--- config.mk ---
export PLATFORM = sky130hd
export DESIGN_NAME = conv_engine
export DESIGN_NICKNAME = d
export VERILOG_FILES = /design/src/logic/conv_pkg.sv /design/src/logic/beat_decoder.sv /design/src/logic/mac_element.sv /design/src/logic/result_stage.sv /design/src/logic/conv_engine.sv
export SDC_FILE = /design/constraint.sdc
export NUM_CORES = 2
export LEC_CHECK = 0
export BUFFER_PORTS_ARGS = -buffer_cell sky130_fd_sc_hd__buf_2
export CAP_MARGIN = 20
export CORE_UTILIZATION = 55
export DETAILED_ROUTE_END_ITERATION = 8
export HOLD_SLACK_MARGIN = 0.1
export PLACE_DENSITY = 0.72
export SLEW_MARGIN = 20
export SYNTH_ARGS = -nofsm -noshare
export SYNTH_HDL_FRONTEND = slang
export SYNTH_HIERARCHICAL = 1
export SYNTH_SLANG_ARGS = --single-unit
--- constraint.sdc ---
create_clock -name clk -period 24.4 [get_ports clk]
set_input_delay 6.1 -clock clk [delete_from_list [all_inputs] [get_ports clk]]
set_output_delay 6.1 -clock clk [all_outputs]
set_load 0.01 [all_outputs]
--- src/logic/conv_pkg.sv ---
//----------------------------------------
// Grid constants, the input beat union
// and the control word of the MAC pipe
//----------------------------------------
package conv_pkg;

  //----------------------------------------
  // Grid and field sizes
  //----------------------------------------
  localparam int ROWS      = 4;   // Pixels per beat
  localparam int COLS      = 2;   // Weights per beat
  localparam int W_IN      = 8;   // Signed operands
  localparam int LEN_W     = 8;
  localparam int SHIFT_W   = 5;
  localparam int PAYLOAD_W = (ROWS + COLS) * W_IN;

  // Data view of a beat
  typedef struct packed {
    logic [ROWS-1:0][W_IN-1:0] pixels;
    logic [COLS-1:0][W_IN-1:0] weights;
  } data_word_t;

  // Config view of a beat
  typedef struct packed {
    logic [LEN_W-1:0]                   sum_len;    // Kernel length, 1 to 255
    logic [SHIFT_W-1:0]                 out_shift;
    logic [PAYLOAD_W-LEN_W-SHIFT_W-1:0] reserved;
  } cfg_word_t;

  // Same 48 bits, decoded by is_cfg
  typedef union packed {
    data_word_t data;
    cfg_word_t  cfg;
  } beat_payload_u;

  typedef struct packed {
    logic          is_cfg;
    beat_payload_u payload;
  } in_beat_t;

  //----------------------------------------
  // Control that follows each data beat
  //----------------------------------------
  typedef struct packed {
    logic               valid;
    logic               first;   // Clears the accumulators
    logic               last;    // Sum complete after this beat
    logic [SHIFT_W-1:0] out_shift;
  } sum_ctrl_t;

endpackage

--- src/logic/beat_decoder.sv ---
//----------------------------------------
// Beat decoder with input register,
// config holding, data beat counting and
// the operand and control registers
//----------------------------------------
`timescale 1ns/1ns

module beat_decoder (
  input  logic                                          clk,
  input  logic                                          i_rst,
  input  logic                                          i_en,
  input  logic                                          i_valid,
  input  conv_pkg::in_beat_t                            i_beat,
  output conv_pkg::sum_ctrl_t                           o_ctrl,
  output logic [conv_pkg::ROWS-1:0][conv_pkg::W_IN-1:0] o_pixels,
  output logic [conv_pkg::COLS-1:0][conv_pkg::W_IN-1:0] o_weights
);

  localparam logic [conv_pkg::LEN_W-1:0] LEN_DEFAULT = 1;

  logic                         beat_valid;
  conv_pkg::in_beat_t           beat_q;
  logic                         is_cfg;
  logic                         is_data;
  logic [conv_pkg::LEN_W-1:0]   sum_len;
  logic [conv_pkg::SHIFT_W-1:0] out_shift;
  logic [conv_pkg::LEN_W-1:0]   count;
  logic                         count_last;

  //----------------------------------------
  // Input register
  //----------------------------------------
  always_ff @(posedge clk) begin
    if (i_rst) begin
      beat_valid <= 1'b0;
    end else if (i_en) begin
      beat_valid <= i_valid;   // Already gated with the handshake
    end
  end

  always_ff @(posedge clk) begin
    if (i_en && i_valid) begin
      beat_q <= i_beat;
    end
  end

  assign is_cfg     = beat_valid && beat_q.is_cfg;
  assign is_data    = beat_valid && !beat_q.is_cfg;
  assign count_last = (count == sum_len - 1'b1);

  //----------------------------------------
  // Config and beat counter
  //----------------------------------------
  always_ff @(posedge clk) begin
    if (i_rst) begin
      sum_len   <= LEN_DEFAULT;
      out_shift <= '0;
      count     <= '0;
    end else if (i_en) begin
      if (is_cfg) begin
        sum_len   <= beat_q.payload.cfg.sum_len;
        out_shift <= beat_q.payload.cfg.out_shift;
        count     <= '0;   // Partial sum is dropped
      end else if (is_data) begin
        count <= count_last ? '0 : count + 1'b1;
      end
    end
  end

  // Control toward the MAC grid
  always_ff @(posedge clk) begin
    if (i_rst) begin
      o_ctrl <= '0;
    end else if (i_en) begin
      o_ctrl.valid     <= is_data;
      o_ctrl.first     <= (count == '0);
      o_ctrl.last      <= count_last;
      o_ctrl.out_shift <= out_shift;
    end
  end

  // Operands, data view of the payload
  always_ff @(posedge clk) begin
    if (i_en && is_data) begin
      o_pixels  <= beat_q.payload.data.pixels;
      o_weights <= beat_q.payload.data.weights;
    end
  end

endmodule

--- src/logic/mac_element.sv ---
//----------------------------------------
// One grid element, registered signed
// multiply and an accumulator that loads
// on the first beat of a sum
//----------------------------------------
`timescale 1ns/1ns

module mac_element #(
  parameter int ACC_W = 24
) (
  input  logic                      clk,
  input  logic                      i_rst,
  input  logic                      i_en,
  input  logic [conv_pkg::W_IN-1:0] i_pixel,
  input  logic [conv_pkg::W_IN-1:0] i_weight,
  input  logic                      i_mul_valid,
  input  logic                      i_first,
  output logic signed [ACC_W-1:0]   o_acc
);

  localparam int PROD_W = 2 * conv_pkg::W_IN;

  logic signed [PROD_W-1:0] product;
  logic signed [ACC_W-1:0]  product_ext;
  logic signed [ACC_W-1:0]  acc_base;

  //----------------------------------------
  // Multiplier stage
  //----------------------------------------
  always_ff @(posedge clk) begin
    if (i_en) begin
      product <= $signed(i_pixel) * $signed(i_weight);
    end
  end

  assign product_ext = ACC_W'(product);       // Sign extended
  assign acc_base    = i_first ? '0 : o_acc;  // Bypass old sum on first beat

  //----------------------------------------
  // Accumulator stage
  //----------------------------------------
  always_ff @(posedge clk) begin
    if (i_rst) begin
      o_acc <= '0;
    end else if (i_en && i_mul_valid) begin
      o_acc <= acc_base + product_ext;
    end
  end

endmodule

--- src/logic/result_stage.sv ---
//----------------------------------------
// Output stage that shifts the finished
// grid and holds it in a two-entry skid
// buffer toward the result stream
//----------------------------------------
`timescale 1ns/1ns

module result_stage #(
  parameter int ACC_W = 24
) (
  input  logic                                                 clk,
  input  logic                                                 i_rst,
  input  logic                                                 i_capture,
  input  logic [conv_pkg::SHIFT_W-1:0]                         i_shift,
  input  logic [conv_pkg::COLS-1:0][conv_pkg::ROWS-1:0][ACC_W-1:0] i_grid,
  input  logic                                                 i_ready,
  output logic                                                 o_full,
  output logic                                                 o_valid,
  output logic [conv_pkg::COLS-1:0][conv_pkg::ROWS-1:0][ACC_W-1:0] o_data
);

  typedef logic [conv_pkg::COLS-1:0][conv_pkg::ROWS-1:0][ACC_W-1:0] grid_t;

  logic                         capture_q;
  logic [conv_pkg::SHIFT_W-1:0] shift_q;
  logic                         push;
  logic                         pop;
  logic                         skid_valid;
  grid_t                        shifted;
  grid_t                        skid_data;

  assign o_full = skid_valid;               // Both entries taken
  assign push   = capture_q && !skid_valid;
  assign pop    = o_valid && i_ready;

  //----------------------------------------
  // Capture request
  //----------------------------------------
  // Control arrives with the products, so it is held one cycle
  // until the accumulators carry the final sums
  always_ff @(posedge clk) begin
    if (i_rst) begin
      capture_q <= 1'b0;
    end else if (!skid_valid) begin
      capture_q <= i_capture;
    end
  end

  always_ff @(posedge clk) begin
    if (!skid_valid) begin
      shift_q <= i_shift;
    end
  end

  // Arithmetic shift of every sum
  always_comb begin
    for (int c = 0; c < conv_pkg::COLS; c++) begin
      for (int r = 0; r < conv_pkg::ROWS; r++) begin
        shifted[c][r] = ACC_W'($signed(i_grid[c][r]) >>> shift_q);
      end
    end
  end

  //----------------------------------------
  // Skid buffer
  //----------------------------------------
  always_ff @(posedge clk) begin
    if (i_rst) begin
      o_valid    <= 1'b0;
      skid_valid <= 1'b0;
    end else begin
      if (push && o_valid && !pop) begin
        skid_valid <= 1'b1;   // Output stalled, park in overflow
      end else if (pop) begin
        skid_valid <= 1'b0;
      end

      if (push) begin
        o_valid <= 1'b1;
      end else if (pop && !skid_valid) begin
        o_valid <= 1'b0;
      end
    end
  end

  always_ff @(posedge clk) begin
    if (push && (!o_valid || pop)) begin
      o_data <= shifted;
    end else if (pop && skid_valid) begin
      o_data <= skid_data;
    end
  end

  always_ff @(posedge clk) begin
    if (push && o_valid && !pop) begin
      skid_data <= shifted;
    end
  end

endmodule

--- src/logic/conv_engine.sv ---
//----------------------------------------
// Convolution engine top with decoder,
// MAC grid, result stage and the global
// pipeline enable
//----------------------------------------
`timescale 1ns/1ns

module conv_engine #(
  parameter int ACC_W = 24
) (
  input  logic                                                 clk,
  input  logic                                                 i_rst,

  // Input stream
  input  logic                                                 i_valid,
  input  conv_pkg::in_beat_t                                   i_beat,
  output logic                                                 o_ready,

  // Result stream
  input  logic                                                 i_ready,
  output logic                                                 o_valid,
  output logic [conv_pkg::COLS-1:0][conv_pkg::ROWS-1:0][ACC_W-1:0] o_data
);

  logic                                                 en;
  logic                                                 full;
  logic                                                 in_take;
  conv_pkg::sum_ctrl_t                                  dec_ctrl;
  conv_pkg::sum_ctrl_t                                  ctrl_s2;
  logic [conv_pkg::ROWS-1:0][conv_pkg::W_IN-1:0]        pixels;
  logic [conv_pkg::COLS-1:0][conv_pkg::W_IN-1:0]        weights;
  logic [conv_pkg::COLS-1:0][conv_pkg::ROWS-1:0][ACC_W-1:0] acc_grid;

  assign en      = !full;          // Whole pipe stalls on a full skid buffer
  assign o_ready = en;
  assign in_take = i_valid && en;

  beat_decoder DECODER (
    .clk       (clk     ),
    .i_rst     (i_rst   ),
    .i_en      (en      ),
    .i_valid   (in_take ),
    .i_beat    (i_beat  ),
    .o_ctrl    (dec_ctrl),
    .o_pixels  (pixels  ),
    .o_weights (weights )
  );

  //----------------------------------------
  // Stage-2 control, next to the products
  //----------------------------------------
  always_ff @(posedge clk) begin
    if (i_rst) begin
      ctrl_s2 <= '0;
    end else if (en) begin
      ctrl_s2 <= dec_ctrl;
    end
  end

  // Column c takes weight c, row r takes pixel r
  for (genvar c = 0; c < conv_pkg::COLS; c++) begin : COL
    for (genvar r = 0; r < conv_pkg::ROWS; r++) begin : ROW
      mac_element #(
        .ACC_W (ACC_W)
      ) MAC (
        .clk         (clk           ),
        .i_rst       (i_rst         ),
        .i_en        (en            ),
        .i_pixel     (pixels[r]     ),
        .i_weight    (weights[c]    ),
        .i_mul_valid (ctrl_s2.valid ),
        .i_first     (ctrl_s2.first ),
        .o_acc       (acc_grid[c][r])
      );
    end
  end

  result_stage #(
    .ACC_W (ACC_W)
  ) RESULT (
    .clk       (clk                          ),
    .i_rst     (i_rst                        ),
    .i_capture (ctrl_s2.valid && ctrl_s2.last),
    .i_shift   (ctrl_s2.out_shift            ),
    .i_grid    (acc_grid                     ),
    .i_ready   (i_ready                      ),
    .o_full    (full                         ),
    .o_valid   (o_valid                      ),
    .o_data    (o_data                       )
  );

endmodule

==> run summary <==
ANT cells -> 0
RSZ-0062 raised after global routing -> false
Mapped Area -> 71070 µm²
global-route wire length before repair -> 296100 µm
Slew Limit Headroom -> 0.2213
Final Hold Viols -> 0
layout cells sized above 1 -> 0.1294
total wire length -> 186300 µm
hold buffers post-CTS -> 0
# fillers -> 10720
Post-synth top flop -> edfxtp_1
CTS resizes -> 0
Yosys cell types -> 125
CP most frequent cell -> buf_4
CP Buf/Inv Count -> 3
Post-Syn Nets -> 7920
drt pass-1 iters -> 8
Total GRT Usage -> 0.2839
Final period util -> 0.3606
Congestion Overflow GR -> 0
CTS tree -> yes
Sequential Area -> 23110 µm²
Net count, final -> 8044
via count -> 54290
Post-synth EDFFs -> 614
Hold Worst Slack -> 412.0 ps
Syn. warnings -> 6
Mean Syn Cell Area -> 10.15 µm²
vias in the first global route -> 52300
clock tree sinks -> 847
top post-synthesis cells by area -> edfxtp_1 (26%), fa_1 (13%), ha_1 (7.4%)
switching pwr -> 1.785 mW
Top delay family on crit path -> buffers and inverters
Peak VDD IR -> 0.00005356 V
outcome -> finished, final reports clean
f_max -> 113.6 MHz
Seq/Total Area, Yosys -> 0.3251
cell count after synthesis -> 7000
ANT nets after route -> 0
Static Leakage -> 31.76 nW
commonest cells after routing, fill and taps aside -> inv_1 (720), nand2_1 (639), edfxtp_1 (614)
commonest non-fill, non-tap cell in the layout -> inv_1
Tightest Pin Transition -> 1166 ps
Critical Path Sink Type -> flop
Pins Over Slew Limit -> 0
Design Area, Final -> 76830 µm²
Sw Ratio -> 0.3560
Die Height -> 361.5 µm
Synth area leader -> edfxtp_1
GPL Wtd Cong -> 0.9572
power share of the clock group -> 0.298
TritonCTS Buffers -> 94
die area -> 130700 µm²
wire length per cell -> 21.02 µm
Final Setup Violations -> 0
Place WS -> 14860 ps
Synth top area share -> 0.2594
min-delay worst type -> flop to flop
Pint -> 3.228 mW
setup ws final -> 15600 ps
CP max FO -> 70
initial antenna violation count -> 4
area of the multi-input gates -> 43940 µm²
CP Class -> primary input to flop
drt via density -> 6.124
Worst EP arrival -> 9150 ps
# Max-Cap Violations -> 0
Final min period -> 8799 ps
cells along the critical path -> buf_2 -> nor2b_1 -> and3_4 -> buf_4 -> buf_4
CTS root buf -> clkbuf_16
WP data required -> 24750 ps
Post-synth ARST share -> 0
Ports -> 247
Slowest cell on crit path -> buf_4
number of port buffers -> 246
Die W -> 361.5 µm
Worst-path clk slew -> 60 ps
Starting Density -> 0.5559
Rows -> 131
H-tree Lvls -> 3
clk_skew -> 43.72 ps
sequential share of power -> 0.369
Comb power frac -> 0.334
drt initial violations -> 5144
clock tree buffer depth -> 3
core area -> 127800 µm²
Slowest Stage Delay on Critical Path -> 840 ps
worst skew pair latency -> 730 ps
Synth Register Bits -> 847
startpoint type of the worst setup path -> primary input
Setup Fix Bufs, Post-CTS -> 0
Post-DP Area -> 73610 µm²
Final HPWL DP -> 135400 µm
Total Neg Setup Slack -> 0 ps
PD cells -> 65.24 nW/µm²
post-route DRC violation count -> 0
Syn-to-layout area delta -> 8.098%
largest net degree at the start of global routing -> 137
==> cells by family (layout without fill, tap and decap cells) <==
kind of cell	after synthesis	after routing	share of synthesized area
compound gates	1397	1397	0.1404
xor+xnor	189	189	0.02329
fa+ha+maj	867	867	0.2000
buf+inv	1011	1214	0.05766
flops	847	847	0.3251
mux	580	580	0.1007
simple gates	2109	2109	0.1530
==> Yosys cell counts, types with 63 or more instances <==
cell and instances:
a21o_1 75, a21oi_1 385, a22oi_1 89, and2_1 329, clkbuf_1 177, dfxtp_1 233
edfxtp_1 614, fa_1 448, ha_1 419, inv_1 721, mux2_2 248, mux2i_1 213
mux4_2 79, nand2_1 640, nand2b_1 63, nand3_1 141, nor2_1 279, nor2b_1 280
nor3_1 92, o21a_1 70, o21ai_0 152, o21ai_1 63, o221ai_1 78, xnor2_1 145
==> worst register-to-register path, delay by kind of cell, from the launching register on <==
family	cells	cell delay (ps)
adders and majority gates	5	2320
and+or+nand+nor	3	760
DFF	1	740
AOI/OAI and AO/OA	2	530
xor gates and xnor gates	1	450
buffers and inverters	4	200
==> layer usage <==
layer,global-route usage,wire (µm),vias up
met5,0,21,-
met4,0.08508,5273,4
met3,0.04189,15460,290
met2,0.4152,78250,2253
met1,0.4327,87340,26630
li1,-,-,25110
==> final timing paths <==
kind	to	cells past startpoint	slack, ps	start
worst max-delay path	RESULT/skid_data[50]	5	15600	i_ready
worst min-delay path	DECODER/o_weights[9]	0	410	DECODER/beat_q[9]
worst max register to register	COL[1].ROW[1].MAC/product[15]	15	19140	DECODER/o_pixels[13]
worst min register to register	DECODER/o_weights[9]	0	410	DECODER/beat_q[9]
==> cell type report <==
cell class | instances | area share
well taps | 1662 | 0.02707
multi-input cells | 5142 | 0.5719
flip-flops and latches | 847 | 0.3008
clock buffers | 108 | 0.03156
repair buffers | 311 | 0.02265
inverters | 728 | 0.03565
clock inverters | 67 | 0.01037
==> metrics by stage <==
stage | utilization | power, mW | instances
floorplan | - | 3.082 | 7000
global placement | 0.5757 | 3.471 | 8690
detailed placement | 0.5757 | 3.516 | 8690
CTS | 0.6009 | 5.011 | 8865
global route | 0.6009 | 5.307 | 8865
finish | 0.6009 | 5.012 | 8865
==> sequential cells by signal, summed over array words and instances, names as in the netlist <==
signal,cells
RESULT/o_full,1
COL.ROW.MAC/product,128
DECODER/o_ctrl,8
ctrl_s2,8
COL.ROW.MAC/o_acc,192
RESULT/capture_q,1
RESULT/shift_q,5
RESULT/o_data,192
DECODER/beat_valid,1
DECODER/o_weights,16
DECODER/out_shift,5
DECODER/o_pixels,32
RESULT/skid_data,192
RESULT/o_valid,1
DECODER/beat_q,49
DECODER/count,8
DECODER/sum_len,8
==> power groups by stage <==
stage	combinational, mW	sequential [mW]	clock, mW
after floorplan	1.31	1.78	0
after detailed placement	1.65	1.87	0
after CTS	1.66	1.84	1.51
final	1.67	1.85	1.49
after global routing	1.89	1.85	1.57
after global placement	1.60	1.87	0
(Power assumes the default switching activity.)
